$ cat src/common/status_pkg.sv
package status_pkg;

    // width of each event counter and of the response word
    localparam int unsigned COUNT_W = 16;

    // status LED source selection
    typedef enum logic [1:0] {
        LED_AUTO        = 2'd0,
        LED_OPTICAL     = 2'd1,
        LED_CONSOLE     = 2'd2,
        LED_OPTICAL_ALT = 2'd3
    } led_conf_t;

    // flags already synchronous to control_clock
    typedef struct packed {
        logic pll54_locked;
        logic pll_hdmi_locked;
        logic resync;
        logic force_generate;
        logic adv7513_ready;
    } link_status_t;

    typedef struct packed {
        logic [COUNT_W-1:0] pll54_lockloss;
        logic [COUNT_W-1:0] pll_hdmi_lockloss;
        logic [COUNT_W-1:0] resync;
    } event_counts_t;

    // counter select codes, anything else reads as zero
    localparam logic [2:0] CNT_PLL54    = 3'd0;
    localparam logic [2:0] CNT_PLL_HDMI = 3'd1;
    localparam logic [2:0] CNT_RESYNC   = 3'd2;

endpackage

$ cat src/common/ctrl_pkg.sv
package ctrl_pkg;

    localparam int unsigned CMD_W = 16;

    typedef enum logic [3:0] {
        OP_NOP          = 4'h0,
        OP_RESET        = 4'h1,
        OP_SET_LED      = 4'h2,
        OP_READ_COUNTER = 4'h3
    } opcode_t;

    typedef enum logic [1:0] {
        TGT_NONE    = 2'd0,
        TGT_CONSOLE = 2'd1,
        TGT_OPTICAL = 2'd2,
        TGT_BOTH    = 2'd3
    } reset_target_t;

    // payload view for OP_RESET and OP_SET_LED
    typedef struct packed {
        reset_target_t         target;
        status_pkg::led_conf_t led_conf;
        logic [7:0]            reserved;
    } ctrl_args_t;

    // payload view for OP_READ_COUNTER
    typedef struct packed {
        logic [2:0] counter_sel;
        logic [8:0] reserved;
    } read_args_t;

    typedef union packed {
        ctrl_args_t ctrl;
        read_args_t read;
    } cmd_payload_u;

    typedef struct packed {
        opcode_t      opcode;
        cmd_payload_u payload;
    } cmd_word_t;

endpackage

$ cat src/reset/reset_hold.sv
`timescale 1ns/1ps

module reset_hold #(
    parameter int unsigned HOLD_CYCLES    = 32_000_000,
    parameter bit          START_IN_RESET = 1'b1
) (
    input  logic control_clock,
    input  logic reset_dc,
    input  logic start,
    output logic nreset
);

    localparam int unsigned CNT_W = $clog2(HOLD_CYCLES + 1);
    localparam logic [CNT_W-1:0] HOLD_LOAD = CNT_W'(HOLD_CYCLES);

    // cycles left until release
    logic [CNT_W-1:0] remaining;

    always_ff @(posedge control_clock) begin
        if (reset_dc) begin
            remaining <= START_IN_RESET ? HOLD_LOAD : '0;
        end else if (start) begin
            // restart also while a hold is running
            remaining <= HOLD_LOAD;
        end else if (remaining != '0) begin
            remaining <= remaining - 1'b1;
        end
    end

    assign nreset = (remaining == '0);

endmodule

$ cat src/status/lockloss_monitor.sv
`timescale 1ns/1ps

module lockloss_monitor (
    input  logic                      control_clock,
    input  logic                      reset_dc,
    input  status_pkg::link_status_t  link,
    output status_pkg::event_counts_t counts
);

    logic prev_pll54_locked;
    logic prev_pll_hdmi_locked;
    logic prev_resync;
    logic pll54_loss;
    logic pll_hdmi_loss;
    logic resync_rise;

    function automatic logic [status_pkg::COUNT_W-1:0] sat_inc(
        input logic [status_pkg::COUNT_W-1:0] value,
        input logic                           hit
    );
        if (hit && (value != '1)) begin
            return value + 1'b1;
        end
        return value;
    endfunction

    // falling lock, rising resync
    assign pll54_loss    = prev_pll54_locked && !link.pll54_locked;
    assign pll_hdmi_loss = prev_pll_hdmi_locked && !link.pll_hdmi_locked;
    assign resync_rise   = !prev_resync && link.resync;

    always_ff @(posedge control_clock) begin
        if (reset_dc) begin
            // assume locked and idle so reset itself counts nothing
            prev_pll54_locked    <= 1'b1;
            prev_pll_hdmi_locked <= 1'b1;
            prev_resync          <= 1'b0;
            counts               <= '0;
        end else begin
            prev_pll54_locked        <= link.pll54_locked;
            prev_pll_hdmi_locked     <= link.pll_hdmi_locked;
            prev_resync              <= link.resync;
            counts.pll54_lockloss    <= sat_inc(counts.pll54_lockloss, pll54_loss);
            counts.pll_hdmi_lockloss <= sat_inc(counts.pll_hdmi_lockloss, pll_hdmi_loss);
            counts.resync            <= sat_inc(counts.resync, resync_rise);
        end
    end

endmodule

$ cat src/status/status_led.sv
`timescale 1ns/1ps

module status_led_drv #(
    parameter int unsigned SLOW_GLOW_BIT = 26,
    parameter int unsigned FAST_GLOW_BIT = 22,
    parameter int unsigned BLINK_BIT     = 24
) (
    input  logic                     control_clock,
    input  logic                     reset_dc,
    input  status_pkg::link_status_t link,
    input  status_pkg::led_conf_t    led_conf,
    input  logic                     dc_nreset,
    input  logic                     opt_nreset,
    output logic                     status_led
);

    localparam int unsigned GLOW_TOP = (SLOW_GLOW_BIT > FAST_GLOW_BIT) ?
                                       SLOW_GLOW_BIT : FAST_GLOW_BIT;
    localparam int unsigned TOP_BIT  = (GLOW_TOP > BLINK_BIT) ? GLOW_TOP : BLINK_BIT;

    logic [TOP_BIT:0] led_count;
    logic             slow_glow;
    logic             fast_glow;
    logic             blink;

    // triangle brightness from the bits below pos, pwm from the low bits
    function automatic logic glow_at(
        input logic [TOP_BIT:0] count,
        input int unsigned      pos
    );
        logic [2:0] level;
        level = count[pos-1 -: 3];
        if (count[pos]) begin
            level = ~level;
        end
        return count[2:0] < level;
    endfunction

    always_ff @(posedge control_clock) begin
        if (reset_dc) begin
            led_count <= '0;
            slow_glow <= 1'b0;
            fast_glow <= 1'b0;
            blink     <= 1'b0;
        end else begin
            led_count <= led_count + 1'b1;
            slow_glow <= glow_at(led_count, SLOW_GLOW_BIT);
            fast_glow <= glow_at(led_count, FAST_GLOW_BIT);
            blink     <= led_count[BLINK_BIT];
        end
    end

    //////////////////////////////////////////////////////////////////////
    // source selection, LED is active low
    always_comb begin
        case (led_conf)
            status_pkg::LED_CONSOLE: begin
                status_led = dc_nreset;
            end
            status_pkg::LED_OPTICAL,
            status_pkg::LED_OPTICAL_ALT: begin
                status_led = opt_nreset;
            end
            default: begin
                // auto mode, highest priority first
                if (!link.pll_hdmi_locked) begin
                    status_led = 1'b1;
                end else if (link.resync) begin
                    status_led = ~fast_glow;
                end else if (link.force_generate) begin
                    status_led = blink ? ~fast_glow : 1'b1;
                end else if (link.adv7513_ready) begin
                    status_led = 1'b0;
                end else begin
                    status_led = ~slow_glow;
                end
            end
        endcase
    end

endmodule

$ cat src/cmd_handler.sv
`timescale 1ns/1ps

module cmd_handler (
    input  logic                           control_clock,
    input  logic                           reset_dc,
    input  logic                           cmd_req,
    input  ctrl_pkg::cmd_word_t            cmd_word,
    input  status_pkg::event_counts_t      counts,
    output logic                           cmd_ack,
    output logic [status_pkg::COUNT_W-1:0] rsp_data,
    output logic                           console_start,
    output logic                           optical_start,
    output status_pkg::led_conf_t          led_conf
);

    typedef enum logic {
        ST_IDLE,
        ST_ACK
    } hs_state_t;

    hs_state_t                      state;
    logic                           accept;
    ctrl_pkg::ctrl_args_t           ctrl_view;
    ctrl_pkg::read_args_t           read_view;
    logic [status_pkg::COUNT_W-1:0] selected_count;
    logic                           hit_console;
    logic                           hit_optical;

    // new command only between complete four-phase cycles
    assign accept = cmd_req && !cmd_ack && (state == ST_IDLE);

    assign ctrl_view = cmd_word.payload.ctrl;
    assign read_view = cmd_word.payload.read;

    assign hit_console = (ctrl_view.target == ctrl_pkg::TGT_CONSOLE) ||
                         (ctrl_view.target == ctrl_pkg::TGT_BOTH);
    assign hit_optical = (ctrl_view.target == ctrl_pkg::TGT_OPTICAL) ||
                         (ctrl_view.target == ctrl_pkg::TGT_BOTH);

    // counter readback mux
    always_comb begin
        case (read_view.counter_sel)
            status_pkg::CNT_PLL54:    selected_count = counts.pll54_lockloss;
            status_pkg::CNT_PLL_HDMI: selected_count = counts.pll_hdmi_lockloss;
            status_pkg::CNT_RESYNC:   selected_count = counts.resync;
            default:                  selected_count = '0;
        endcase
    end

    always_ff @(posedge control_clock) begin
        if (reset_dc) begin
            state         <= ST_IDLE;
            cmd_ack       <= 1'b0;
            rsp_data      <= '0;
            console_start <= 1'b0;
            optical_start <= 1'b0;
            led_conf      <= status_pkg::LED_AUTO;
        end else begin
            // start strobes last one cycle
            console_start <= 1'b0;
            optical_start <= 1'b0;
            case (state)
                ST_IDLE: begin
                    if (accept) begin
                        state <= ST_ACK;
                        case (cmd_word.opcode)
                            ctrl_pkg::OP_RESET: begin
                                console_start <= hit_console;
                                optical_start <= hit_optical;
                                rsp_data      <= '0;
                            end
                            ctrl_pkg::OP_SET_LED: begin
                                led_conf <= ctrl_view.led_conf;
                                rsp_data <= '0;
                            end
                            ctrl_pkg::OP_READ_COUNTER: begin
                                rsp_data <= selected_count;
                            end
                            default: begin
                                rsp_data <= '0;
                            end
                        endcase
                    end
                end
                ST_ACK: begin
                    if (!cmd_ack) begin
                        cmd_ack <= 1'b1;
                    end else if (!cmd_req) begin
                        // host saw the ack, close the cycle
                        cmd_ack <= 1'b0;
                        state   <= ST_IDLE;
                    end
                end
                default: state <= ST_IDLE;
            endcase
        end
    end

endmodule

$ cat src/dc_control.sv
`timescale 1ns/1ps

module dc_control #(
    parameter int unsigned HOLD_CYCLES   = 32_000_000,
    parameter int unsigned SLOW_GLOW_BIT = 26,
    parameter int unsigned FAST_GLOW_BIT = 22,
    parameter int unsigned BLINK_BIT     = 24
) (
    input  logic                           control_clock,
    input  logic                           reset_dc,
    input  logic                           cmd_req,
    input  ctrl_pkg::cmd_word_t            cmd_word,
    output logic                           cmd_ack,
    output logic [status_pkg::COUNT_W-1:0] rsp_data,
    input  status_pkg::link_status_t       link,
    output logic                           dc_nreset,
    output logic                           opt_nreset,
    output logic                           status_led
);

    logic                      console_start;
    logic                      optical_start;
    status_pkg::led_conf_t     led_conf;
    status_pkg::event_counts_t counts;

    cmd_handler cmd_port (
        .control_clock (control_clock),
        .reset_dc      (reset_dc),
        .cmd_req       (cmd_req),
        .cmd_word      (cmd_word),
        .counts        (counts),
        .cmd_ack       (cmd_ack),
        .rsp_data      (rsp_data),
        .console_start (console_start),
        .optical_start (optical_start),
        .led_conf      (led_conf)
    );

    //////////////////////////////////////////////////////////////////////
    // reset holds
    // console is held after system reset, optical drive is not
    reset_hold #(.HOLD_CYCLES(HOLD_CYCLES), .START_IN_RESET(1'b1)) console_hold (
        .control_clock (control_clock),
        .reset_dc      (reset_dc),
        .start         (console_start),
        .nreset        (dc_nreset)
    );

    reset_hold #(.HOLD_CYCLES(HOLD_CYCLES), .START_IN_RESET(1'b0)) optical_hold (
        .control_clock (control_clock),
        .reset_dc      (reset_dc),
        .start         (optical_start),
        .nreset        (opt_nreset)
    );

    //////////////////////////////////////////////////////////////////////
    // status
    lockloss_monitor lockloss_mon (
        .control_clock (control_clock),
        .reset_dc      (reset_dc),
        .link          (link),
        .counts        (counts)
    );

    status_led_drv #(
        .SLOW_GLOW_BIT (SLOW_GLOW_BIT),
        .FAST_GLOW_BIT (FAST_GLOW_BIT),
        .BLINK_BIT     (BLINK_BIT)
    ) led_drv (
        .control_clock (control_clock),
        .reset_dc      (reset_dc),
        .link          (link),
        .led_conf      (led_conf),
        .dc_nreset     (dc_nreset),
        .opt_nreset    (opt_nreset),
        .status_led    (status_led)
    );

endmodule

$ cat config.mk
export PLATFORM = sky130hd
export DESIGN_NAME = dc_control
export DESIGN_NICKNAME = d
export VERILOG_FILES = /design/src/common/status_pkg.sv /design/src/common/ctrl_pkg.sv /design/src/reset/reset_hold.sv /design/src/status/lockloss_monitor.sv /design/src/status/status_led.sv /design/src/cmd_handler.sv /design/src/dc_control.sv
export SDC_FILE = /design/constraint.sdc
export NUM_CORES = 1
export LEC_CHECK = 0
export ABC_AREA = 1
export ABC_CLOCK_PERIOD_IN_PS = 2090
export BUFFER_PORTS_ARGS = -buffer_cell sky130_fd_sc_hd__buf_2
export CORE_ASPECT_RATIO = 1.25
export CORE_UTILIZATION = 35
export DETAILED_ROUTE_END_ITERATION = 16
export PLACE_DENSITY = 0.6
export SLEW_MARGIN = 10
export SYNTH_ARGS = -nofsm -noshare
export SYNTH_HDL_FRONTEND = slang
export SYNTH_SLANG_ARGS = --single-unit
$ cat constraint.sdc
create_clock -name control_clock -period 2.09 [get_ports control_clock]
set_input_delay 0 -clock control_clock [delete_from_list [all_inputs] [get_ports control_clock]]
set_output_delay 0 -clock control_clock [all_outputs]
set_load 0.1 [all_outputs]
=== Word level (Yosys, flattened, before mapping) ===
Index checks and enable logic that the tools add are counted.
Widths: inputs -> output; s select.

* Input bits: 24
* Word-level logic and storage cells: 101
* Output and inout bits: 20
* Bits in registers: 153

* Eq/ne operators: 14
* Muxes and demuxes: 27
* $add $sub $neg: 6
* Bitwise logic cells: 7
* Order comparisons: 2
* Reduce and logical (&&, ||, !) cells: 26

{| class="wikitable"
|+ Operators with widths
! kind !! count
|-
| $mux 16 || 4
|-
| $logic_not 25->1 || 2
|-
| $mux 25 || 2
|-
| $reduce_bool 25->1 || 2
|-
| $sub 25x1->25 const B || 2
|-
| $add 16x1->16 const B || 3
|-
| $ne 16x16->1 const B || 3
|-
| $pmux 16 s3 || 1
|-
| $add 27x1->27 const B || 1
|-
| $mux 1 || 14
|-
| $mux 3 || 4
|-
| $eq 2x2->1 const B || 4
|-
| $eq 4x2->1 const B || 2
|-
| $logic_and 1x1->1 || 8
|-
| $lt 3x3->1 || 2
|-
| $not 3->3 || 2
|-
| $reduce_or 2->1 || 3
|-
| $not 1->1 || 5
|-
| $eq 2x1->1 const B || 2
|-
| $eq 4x1->1 const B || 1
|-
| $logic_not 1->1 || 4
|-
| $pmux 1 s2 || 2
|-
| $reduce_or 4->1 || 1
|-
| $eq 3x1->1 const B || 1
|-
| 6 further kinds || 7
|}

=== Depth between registers and ports, before layout ===
Gate-level depths: netlist of the first run.

* Depth in word-level cells: 6
* Gate-level depth with buffers: 11
* Gate-level depth less buffers: 10

=== Hierarchy ===
Synthesis of the first run repeated with hierarchy kept, for this count alone.

* Cell total of the unflattened synthesis: 1313
* Area total of the unflattened synthesis: 8792.2 sq um

{| class="wikitable"
|+ Modules (own cells, without submodules)
! module !! cells each !! area an instance (sq um) !! times used !! seq. area each (sq um)
|-
| lockloss_monitor || 454 || 2941.6 || 1 || 1021.0
|-
| status_led_drv || 246 || 1630.3 || 1 || 600.6
|-
| reset_hold at console_hold || 221 || 1447.6 || 1 || 500.5
|-
| reset_hold at optical_hold || 209 || 1403.8 || 1 || 500.5
|-
| cmd_handler || 183 || 1368.8 || 1 || 440.4
|}

=== Least setup slack after synthesis of the first run ===
OpenSTA, ideal clock, no wires.

* Path kind: register to output
* Start point: register optical_hold.remaining[0]
* End point: output port status_led
* Data required time: 2.090 ns
* Buffers on the path: 0
* Setup slack: 0.092 ns
* Cell stages (with the launch flop): 9
* Arrival time: 1.998 ns
* Path through: dfxtp_1 inv_1 ha_1 nand2_1 nor2_4 nand2_1 nor2_1 nand2_1 nand3_1

* Longest elaborated chain between the ends: 2

{| class="wikitable"
|+ RTL lines
! element !! line !! source
|-
| from (decl) || reset_hold.sv:17 || <nowiki>logic [CNT_W-1:0] remaining;</nowiki>
|-
| from (signal assigned) || reset_hold.sv:21 || <nowiki>remaining <= START_IN_RESET ? HOLD_LOAD : '0;</nowiki>
|-
| from (signal assigned) || reset_hold.sv:26 || <nowiki>remaining <= remaining - 1'b1;</nowiki>
|-
| $logic_not 25->1 || reset_hold.sv:30 || <nowiki>assign nreset = (remaining == '0);</nowiki>
|-
| $pmux 1 s2 || status_led.sv:56 || <nowiki>case (led_conf)</nowiki>
|-
| to (decl) || dc_control.sv:18 || <nowiki>output logic status_led</nowiki>
|}

Every way passes these cells.

=== Final worst setup path of the first run ===
Ends and elaborated chain as after synthesis.

==> results by group, run 1 <==
Setup path
  • Worst Setup End Kind: primary output
  • CP Data Arrival Time: 1.93 ns
  • Crit path from: optical_hold.remaining[0]
  • Setup Crit Path Kind: reg -> out
  • Worst Path Required: 2.09 ns
  • Setup slack, reg-to-reg: 0.25 ns
  • Crit path capture: status_led
  • CP Max Fanout: 5
  • CP Launch Type: flop
  • R2R Path End: lockloss_mon.counts[41]
  • Worst-case reg-to-reg path depth: 8
  • Reg-to-reg critical path startpoint: lockloss_mon.counts[33]

Min path
  • Hold Path Stages: 6
  • Hold Path Class: in -> reg

Layout
  • Layout fillers: 2365
  • Commonest non-fill, non-tap cell in the layout: nand2_1
  • Layout area overhead: 16.2%
  • Final Util: 41.5%
  • Share of cells above drive strength 1: 8.58%
  • Ant diodes: 0
  • Most frequent cells in the layout: 378 x nand2_1, 210 x nor2_1, 153 x dfxtp_1, 107 x inv_1, 94 x a21oi_1
  • Post-layout nets: 1340

Clock tree
  • CTS buffer count: 17
  • H-tree levels: 4
  • Root Driver: clkbuf_16
  • Sink Count: 153
  • CTS tree: done
  • Max Buffers Root-to-Sink: 2
  • Worst-skew pair later-pin latency: 0.44 ns
  • Clk slew on worst S/H paths: 0.06 ns

Logic synthesis
  • Post-synth EDFFs: 0
  • Post-Syn Nets: 1285
  • Unique cell type count in the Yosys netlist: 39
  • Main flop type after synthesis: dfxtp_1
  • Largest cells by area after synthesis: dfxtp_1 37%, nand2_1 17%, nor2_1 9.7%
  • Synth async-reset ratio: 0%
  • Sequential fraction of the synthesis area: 37.2%
  • Post-synthesis cell count: 1249
  • Syn Area/Cell: 6.59 µm²
  • Synth Warn #: 0
  • Synthesized flop and latch total: 153
  • Synth area leader: dfxtp_1
  • Mapped Area: 8230 µm²
  • Yosys top cell area share: 37.2%

Detailed routing
  • DRT Wirelength: 20600 µm
  • Iter 0 DRT Violations: 346
  • WL per Instance: 12.8 µm
  • Initial DRT Pass Iterations: 11
  • Drt drc: 4
  • Vias: 7747
  • Drt via density: 4.83
  • Antenna-violating nets left: 0

STA
  • Tcrit/Tclk final: 92.2%
  • Slew @ Worst Pin: 0.654 ns
  • RSZ-0062 raised after global routing: no
  • Max-slew violations: 0
  • Final setup vio count: 0
  • Final Critical Period: 1.93 ns
  • Fin Clk Skew: 0.0134 ns
  • FMAX: 519 MHz
  • Final Hold Fails: 0
  • Setup TNS: 0 ns
  • Slew Limit Headroom: 56.3%

Place
  • DP HPWL: 15100 µm
  • Gp weighted congestion: 0.879
  • Port bufs: 35

Floorplan
  • DIE WIDTH: 139 µm
  • Core region area: 23000 µm²
  • Die Footprint: 24100 µm²
  • Die H: 173 µm
  • Starting Density: 35.7%
  • IO Pins: 44
  • Site Rows: 62

Status
  • Failing checks: DRC
  • Status: finished with violations

Global routing
  • Largest net degree at the start of global routing: 46
  • GRT Total Usage: 17.8%
  • Number of global-route vias before repair: 7492
  • Initial antenna violation count: 0
  • Total gr overflow: 0
  • First-pass GRT wire length: 34600 µm

Power
  • Pwr Density: 980 nW/µm²
  • Leak Pwr: 3.75 nW
  • Worst vdd ir: 0.516 mV

Job
  • Max-cap violation count: 0
synth_stat cells (5+ instances only):
master,instances
dfxtp_1,153
nand3b_1,8
nand3_1,67
inv_1,108
xor2_1,31
nand4_1,22
ha_1,12
nand2_1,379
buf_2,9
nor2_1,212
clkbuf_1,14
o21ai_0,30
nor3_1,17
nand2_2,5
o221ai_1,11
xnor2_1,32
a21oi_1,94
how the worst min path moves through the flow:
| stage | from | end | slack (ns) |
|---|---|---|---|
| after floorplan | link[3] | lockloss_mon.prev_pll_hdmi_locked | 0.1 |
| after global placement | link[3] | lockloss_mon.prev_pll_hdmi_locked | 0.20 |
| after detailed placement | link[3] | lockloss_mon.prev_pll_hdmi_locked | 0.21 |
| after CTS | cmd_word[13] | cmd_port.led_conf[1] | 0.06 |
| after global routing | cmd_word[13] | cmd_port.led_conf[1] | 0.16 |
| final | cmd_word[13] | cmd_port.led_conf[1] | 0.07 |
registers in the layout (all words and copies together), names as in the netlist, 2 cells and up:
register,cells
cmd_port.led_conf,2
optical_hold.remaining,25
cmd_port.rsp_data,16
console_hold.remaining,25
led_drv.led_count,27
lockloss_mon.counts,48
power by group:
group	switching [mW]	internal, mW
Combinational	1.69	0.910
Clock	1.31	2.05
Sequential	0.240	3.18
metrics by stage:
step                cells  instance area (µm²)  power, mW  hold slack [ns]  setup slack (ns)
floorplan            1249                 8230       5.41           0.0966            0.0924
detailed placement   1556                 8730       5.95            0.214             0.207
global placement     1556                 8730       5.93            0.202             0.231
global route         1605                 9560       9.95            0.159            0.0345
finish               1605                 9560       9.37           0.0691             0.162
CTS                  1603                 9530       9.37           0.0591            0.0190
critical path, stage by stage (launching register included):
cell and delay [ns]:
dfxtp_1 0.33, inv_2 0.10, ha_1 0.19, nand2_2 0.10
nor2_4 0.14, nand2_1 0.12, nor2_4 0.16, nand2_1 0.08
nand3_2 0.11, buf_12 0.18
kinds of logic after synthesis:
logic type      Yosys count  share of synthesized area (%)
compound gates          150                           10.3
fa+ha+maj                12                           1.82
buf+inv                 141                           7.07
simple gates            730                           36.9
flops                   153                           37.2
xor+xnor                 63                           6.70
layer usage:
metal  track usage, %  share of wire [%]  vias to the layer above
met3             3.23                3.9                       36
met5                0                  0                        -
li1                 -                  -                     4112
met1             21.0                 45                     3467
met4             7.27                2.1                        0
met2             31.6                 49                      132
cell type report:
class,instances,area [µm²],share of cell area [%]
tap,288,360,3.77
sequential,153,3060,32.0
timing repair buffer,68,483,5.05
multi-input combinational,955,4610,48.2
clock inverter,13,194,2.03
clock buffer,19,443,4.63
inverter,109,409,4.28
timing repair:
action                                  CTS  global route
gates resized for setup                   4             5
hold buffers                             15             0
setup buffers                             0             2
hold endpoints to repair                 11             0
endpoints found under the setup margin    2             3
pin swaps                                 1             2
Note: power is estimated with default switching activity, not from simulation.
==> run 2, diff against run 1 <==
--- a/config.mk
+++ b/config.mk
@@ -5,7 +5,7 @@
 export SDC_FILE = /design/constraint.sdc
 export NUM_CORES = 1
 export LEC_CHECK = 0
-export ABC_AREA = 1
+export ABC_AREA = 0
 export ABC_CLOCK_PERIOD_IN_PS = 2090
 export BUFFER_PORTS_ARGS = -buffer_cell sky130_fd_sc_hd__buf_2
 export CORE_ASPECT_RATIO = 1.25
==> run 2 against run 1 <==
Effect of this change:
- the flow finishes with violations (setup timing)
- power grew 1.6%
- routed wire length fell by 14%
- critical path depth fell by 2
- sequential share of layout area up 1.4 points
- sequential power fell by 2%
- worst setup slack lost 0.52 ns
- critical path type unchanged
- critical endpoint unchanged
- highest routed layer unchanged
==> results by group, run 2 <==
Status
  • Status: finished with violations
  • Failing checks: setup timing

STA
  • Max-slew violations: 0 (unchanged)
  • PnR worst setup slack: -0.357 ns (-0.519 ns)
  • Final setup vio count: 16 (+16)
  • Tcrit/Tclk final: 117% (+25 points)
  • RSZ-0062 raised after global routing: yes
  • Slew @ Worst Pin: 0.668 ns (+0.0140 ns)
  • FMAX: 409 MHz (-21%)
  • Slew Limit Headroom: 55.4% (-0.88 points)
  • Fin Clk Skew: 0.00871 ns (-0.00472 ns)
  • Final Critical Period: 2.45 ns (+0.519 ns)
  • Final Hold Fails: 0 (unchanged)

Logic synthesis
  • Mux contribution to synthesized area: 2.99% (+3.0 points)
  • Unique cell type count in the Yosys netlist: 58 (+49%)
  • Post-synth EDFFs: 0 (unchanged)
  • Syn Area/Cell: 8.47 µm² (+28%)
  • Mapped Area: 7400 µm² (-10%)
  • Xor/xnor cell area share of the yosys netlist: 10.4% (+3.7 points)
  • Count leader, synth: dfxtp_1
  • Largest cells by area after synthesis: dfxtp_1 41%, nor2_1 6.8%, xnor2_1 5.2%
  • Synthesized flop and latch total: 153 (unchanged)
  • Synth Warn #: 0 (unchanged)
  • Post-Syn Nets: 910 (-29%)
  • Synth area leader: dfxtp_1
  • Post-Synth Adder-Cell Area: 2.03% (+0.20 points)
  • Simple-gate portion of the synthesized area: 28.2% (-8.7 points)
  • Post-synthesis compound-gate area fraction: 12.0% (+1.7 points)
  • Main combinational cell family by area after synthesis: simple AND/OR/NAND/NOR gates
  • Main flop type after synthesis: dfxtp_1
  • Yosys top cell area share: 41.4% (+4.2 points)
  • Synth async-reset ratio: 0% (unchanged)
  • Sequential fraction of the synthesis area: 41.4% (+4.2 points)
  • Synth top cells by count: 153 x dfxtp_1, 134 x nor2_1, 61 x nand2_1
  • Post-synthesis cell count: 874 (-30%)

Detailed routing
  • DRT Wirelength: 17600 µm (-14%)
  • Initial DRT Pass Iterations: 5 (-6)
  • Antenna-violating nets left: 0 (unchanged)
  • Vias: 6485 (-16%)
  • Drt drc: 0 (-4)
  • WL per Instance: 14.0 µm (+9.4%)
  • Drt via density: 5.16 (+7.0%)
  • Iter 0 DRT Violations: 287 (-17%)

Floorplan
  • Site Rows: 59 (-4.8%)
  • IO Pins: 44 (unchanged)
  • Core region area: 20700 µm² (-10%)
  • Starting Density: 35.7% (-0.055 points)
  • DIE WIDTH: 132 µm (-5.1%)
  • Die H: 165 µm (-5.1%)
  • Die Footprint: 21700 µm² (-10%)

Clock tree
  • Clk slew on worst S/H paths: 0.06 ns (about the same)
  • Max Buffers Root-to-Sink: 2 (unchanged)
  • CTS tree: done
  • Sink Count: 153 (unchanged)
  • Root Driver: clkbuf_16
  • Worst-skew pair later-pin latency: 0.43 ns (about the same)
  • CTS buffer count: 17 (unchanged)
  • H-tree levels: 4 (unchanged)

Setup path
  • CP Launch Type: flop
  • Worst Path Required: 2.09 ns (about the same)
  • CP Max Fanout: 3 (-2)
  • Setup Crit Path Kind: reg -> out
  • CP Data Arrival Time: 2.45 ns (+0.52 ns)
  • Worst Setup End Kind: primary output
  • Setup slack, reg-to-reg: -0.16 ns (-0.41 ns)

Global routing
  • Largest net degree at the start of global routing: 65 (+41%)
  • GRT Total Usage: 17.1% (-0.64 points)
  • Total gr overflow: 0 (unchanged)
  • First-pass GRT wire length: 30000 µm (-13%)
  • Initial antenna violation count: 0 (unchanged)
  • Number of global-route vias before repair: 6215 (-17%)

Place
  • Placed cell area: 8350 µm² (-4.4%)
  • DP HPWL: 12200 µm (-19%)
  • Placed Cells: 1206 (-22%)
  • Gp weighted congestion: 0.794 (-9.6%)
  • Port bufs: 35 (unchanged)

Layout
  • Largest regs: lockloss_mon.counts (48), led_drv.led_count (27)
  • Layout area overhead: 24.3%
  • Most frequent cells in the layout: 148 x dfxtp_1, 134 x nor2_1, 69 x buf_4, 60 x nand2_1
  • Design area: 9200 µm² (-3.8%)
  • Max FFs per register: 48 (unchanged)
  • Ant diodes: 0 (unchanged)
  • Share of cells above drive strength 1: 18.3% (+9.7 points)
  • Finished Layout Cells: 1256 (-22%)
  • Reg with most FFs: lockloss_mon.counts
  • Post-layout nets: 1005 (-25%)
  • Commonest non-fill, non-tap cell in the layout: dfxtp_1

Power
  • Worst vdd ir: 0.811 mV (+57%)
  • Leak Pwr: 3.35 nW (-11%)
  • Pwr Density: 1030 nW/µm² (+5.6%)

Min path
  • Hold Path Class: in -> reg

Job
  • Max-cap violation count: 0 (unchanged)
run 2: cell count changes in the layout (fill, tap and decap cells not counted), moves of 21 or more:
cell / change
nor2_1: -76
buf_4: +49
nand2_1: -318
mux2i_1: +21
a21oi_1: -67
inv_1: -92
nand3_1: -33
run 2: metrics by stage:
step / worst slack (ns) / total power [mW] / utilization, % / setup TNS (ns) / hold slack, ns
after CTS: -0.391 / 9.43 / 43.7 / -2.17 / 0.0696
after floorplan: -0.615 / 5.30 / - / -2.00 / 0.104
after detailed placement: -0.125 / 6.30 / 40.3 / -0.521 / 0.232
after global placement: -0.0894 / 6.26 / 40.3 / -0.288 / 0.233
after global routing: -0.439 / 10.1 / 44.4 / -3.66 / 0.0936
final: -0.357 / 9.52 / 44.4 / -2.16 / 0.0849
run 2: path summary, 6_finish.rpt:
check	start	end	cells past startpoint
max	optical_hold.remaining[18]	status_led	7
min	cmd_word[10]	cmd_port.console_start	2
max reg2reg	optical_hold.remaining[18]	optical_hold.remaining[17]	6
min reg2reg	optical_hold.remaining[24]	optical_hold.remaining[24]	2
run 2: what timing repair did:
item	in CTS	in global routing
setup buffers	1	5
pin swaps	2	8
hold buffers	12	0
gates resized for setup	7	23
endpoints found under the hold margin	17	0
endpoints found under the setup margin	13	26
run 2: cell families after synthesis:
| logic type | count (synthesis) |
|---|---|
| AO/OA/AOI/OAI | 132 |
| buffers and inverters | 57 |
| adder cells (fa/ha/maj) | 12 |
| XOR/XNOR | 88 |
| AND/OR/NAND/NOR | 410 |
| multiplexers | 22 |
| flip-flops | 153 |
run 2: power breakdown:
part	switching, mW	internal (mW)
logic	1.76	1.46
registers	0.211	3.15
clock network	1.37	1.56
run 2: routing by layer:
layer / track usage [%] / up-vias / routed length, µm
li1: - / 3327 / -
met1: 21.6 / 3045 / 8490
met2: 29.2 / 91 / 8330
met3: 3.01 / 22 / 545
met4: 6.29 / 0 / 277
met5: 0 / - / 0
run 2: final cells by class:
cell class | count | area [µm²]
fill | 2023 | 11500
multi-input combinational | 664 | 4300
sequential | 153 | 3070
timing repair buffer | 116 | 865
clock buffer | 17 | 425
tap | 274 | 343
clock inverter | 15 | 133
inverter | 17 | 63.8
run 2: worst max-delay path: stages, from the launching register on:
cell and delay [ns]:
dfxtp_1 0.31, or4_4 0.53, or4_4 0.50, buf_4 0.15, nor3_4 0.17, nand2_2 0.09, o21ai_4 0.08, buf_12 0.19
==> run 3, diff against run 2 <==
==> constraint.sdc (replaced) <==
create_clock -name control_clock -period 2.09 [get_ports control_clock]
set_input_delay 0.1045 -clock control_clock [delete_from_list [all_inputs] [get_ports control_clock]]
set_output_delay 0.1045 -clock control_clock [all_outputs]
set_load 0.1 [all_outputs]
==> run 3 against run 2 <==
Effect of this change:
- the flow still finishes with violations (setup timing)
- hold slack worse by 0.059 ns
- global-route usage is 0.50 points lower
- sequential share of layout area is 0.18 points lower
- largest power group unchanged
==> results by group, run 3 (synthesis results as in run 2) <==
Status
  • Status: finished with violations
  • Failing checks: setup timing

Detailed routing
  • Initial DRT Pass Iterations: 5 (unchanged)
  • Antenna-violating nets left: 0 (unchanged)
  • Drt via density: 5.22 (+1.1%)
  • DRT Wirelength: 17700 µm (+0.33%)
  • Drt drc: 0 (unchanged)
  • Vias: 6554 (+1.1%)
  • WL per Instance: 14.1 µm (+0.41%)
  • Iter 0 DRT Violations: 360 (+25%)

Clock tree
  • Sink Count: 153 (unchanged)
  • CTS buffer count: 17 (unchanged)
  • Clk slew on worst S/H paths: 0.06 ns (about the same)
  • Worst-skew pair later-pin latency: 0.42 ns (about the same)
  • CTS tree: done
  • H-tree levels: 4 (unchanged)
  • Max Buffers Root-to-Sink: 2 (unchanged)
  • Root Driver: clkbuf_16

Place
  • Port bufs: 35 (unchanged)
  • Placed cell area: 8440 µm² (+1.0%)
  • Place WS: -0.109 ns (+0.0154 ns)
  • Placed Cells: 1209 (+0.25%)
  • Gp weighted congestion: 0.796 (+0.25%)
  • DP HPWL: 12000 µm (-1.8%)

Min path
  • Hold Path Stages: 3 (+1)
  • Hold Path Class: in -> reg

Floorplan
  • IO Pins: 44 (unchanged)
  • Site Rows: 59 (unchanged)
  • DIE WIDTH: 132 µm (unchanged)
  • Core region area: 20700 µm² (unchanged)
  • Starting Density: 35.7% (unchanged)
  • Die Footprint: 21700 µm² (unchanged)
  • Die H: 165 µm (unchanged)

STA
  • FMAX: 403 MHz (-1.4%)
  • Fin Clk Skew: 0.0112 ns (+0.00249 ns)
  • Min Hold Slack: 0.0263 ns (-0.0586 ns)
  • Slew @ Worst Pin: 0.515 ns (-0.153 ns)
  • RSZ-0062 raised after global routing: yes
  • Setup TNS: -2.68 ns (-0.516 ns)
  • PnR worst setup slack: -0.392 ns (-0.0350 ns)
  • Max-slew violations: 0 (unchanged)
  • Final Critical Period: 2.48 ns (+0.0350 ns)
  • Final Hold Fails: 0 (unchanged)
  • Tcrit/Tclk final: 119% (+1.7 points)
  • Final setup vio count: 17 (+1)
  • Slew Limit Headroom: 65.7% (+10 points)

Layout
  • Share of cells above drive strength 1: 19.3% (+0.94 points)
  • Finished Layout Cells: 1255 (-0.080%)
  • Max FFs per register: 48 (unchanged)
  • Final Util: 44.6% (+0.28 points)
  • Ant diodes: 0 (unchanged)
  • Layout area overhead: 25.1%
  • Largest regs: lockloss_mon.counts (48), led_drv.led_count (27)
  • Post-layout nets: 1004 (-0.10%)
  • Commonest non-fill, non-tap cell in the layout: dfxtp_1
  • Most frequent cells in the layout: 144 x dfxtp_1, 134 x nor2_1, 69 x buf_4, 60 x nand2_1
  • Layout fillers: 2058 (+1.7%)
  • Reg with most FFs: lockloss_mon.counts
  • Design area: 9260 µm² (+0.63%)

Setup path
  • Slowest Stage Delay on Critical Path: 0.53 ns (about the same)
  • CP top delay family: simple AND/OR/NAND/NOR gates
  • CP Launch Type: flop
  • Worst Setup End Kind: primary output
  • Worst-case reg-to-reg path depth: 6 (unchanged)
  • Critical path, cell by cell: or4_4 > or4_4 > buf_4 > nor3_4 > nand2_2 > o21ai_4 > buf_12
  • CP Data Arrival Time: 2.38 ns (-0.07 ns)
  • Crit path depth: 7 (unchanged)
  • CP Max Fanout: 2 (-1)
  • Setup Crit Path Kind: reg -> out
  • Crit-path most repeated cell: or4_4
  • Bufs and invs on worst path: 2 (unchanged)
  • Slowest cell on crit path: or4_4
  • Worst Path Required: 1.99 ns (-0.10 ns)

Power
  • Net switching power: 3.27 mW (-2.0%)
  • Switch share: 33.9% (-1.2 points)
  • Worst vdd ir: 0.730 mV (-10%)
  • Total Power: 9.65 mW (+1.4%)
  • Sequential power share: 35.1% (-0.3 points)
  • Leak Pwr: 3.36 nW (+0.22%)
  • Clock power share: 31.2% (+0.4 points)
  • Pwr Density: 1040 nW/µm² (+0.80%)
  • Gate power share: 33.7% (about the same)
  • Pint: 6.38 mW (+3.3%)

Global routing
  • Total gr overflow: 0 (unchanged)
  • First-pass GRT wire length: 29300 µm (-2.4%)
  • Number of global-route vias before repair: 6113 (-1.6%)
  • Largest net degree at the start of global routing: 106 (+63%)
  • Initial antenna violation count: 0 (unchanged)
  • GRT Total Usage: 16.6% (-0.50 points)

Job
  • Max-cap violation count: 0 (unchanged)
[run 3: changes by cell type in the layout (fill, tap and decap cells not counted), sizes merged]
cell / delta
bufinv: +1
clkinvlp: +1
inv: -7
buf: +3
clkinv: +2
clkbuf: +3
dlygate4sd3: -4
[run 3: area by class of cell]
class / count / area [µm²] / share of cell area (%)
tap: 274 / 343 / 3.70
clock buffer: 20 / 458 / 4.95
inverter: 17 / 63.8 / 0.689
clock inverter: 12 / 118 / 1.27
sequential: 153 / 3080 / 33.2
multi-input combinational: 664 / 4330 / 46.7
timing repair buffer: 115 / 876 / 9.46
[run 3: per-layer routing]
metal  GRT usage (%)  routed length, µm
met1            21.4               8480
met4            5.97                274
met5               0                  0
met3            2.92                532
met2            27.9               8410
[run 3: repair_timing]
action / 4_1_cts / 5_1_grt
hold endpoints to repair: 7 / 0
buffers inserted: 5 / 3
pin swaps: 3 / 5
hold buffers: 8 / 0
setup endpoints to repair: 14 / 29
gates resized for setup: 15 / 16
[run 3: power groups by stage]
stage               logic (mW)  clock network [mW]  registers [mW]
floorplan                 1.89                   0            3.43
global placement          2.91                   0            3.42
detailed placement        2.93                   0            3.43
CTS                       3.13                3.07            3.37
global route              3.56                3.20            3.42
finish                    3.26                3.01            3.39
[run 3: worst paths after layout]
check                                                start                          to  slack [ns]
worst min-delay path                          cmd_word[13]      cmd_port.optical_start        0.03
worst max-delay path            optical_hold.remaining[18]                  status_led       -0.39
worst max register to register  optical_hold.remaining[18]  optical_hold.remaining[11]       -0.21
worst min register to register  optical_hold.remaining[24]  optical_hold.remaining[24]        0.47
[run 3: worst register-to-register path, stage by stage, from the launching register on]
cell and delay (ns):
dfxtp_1 0.31, or4_4 0.53, or4_4 0.50, buf_4 0.20
o311ai_4 0.40, or3_1 0.17, a31oi_1 0.07
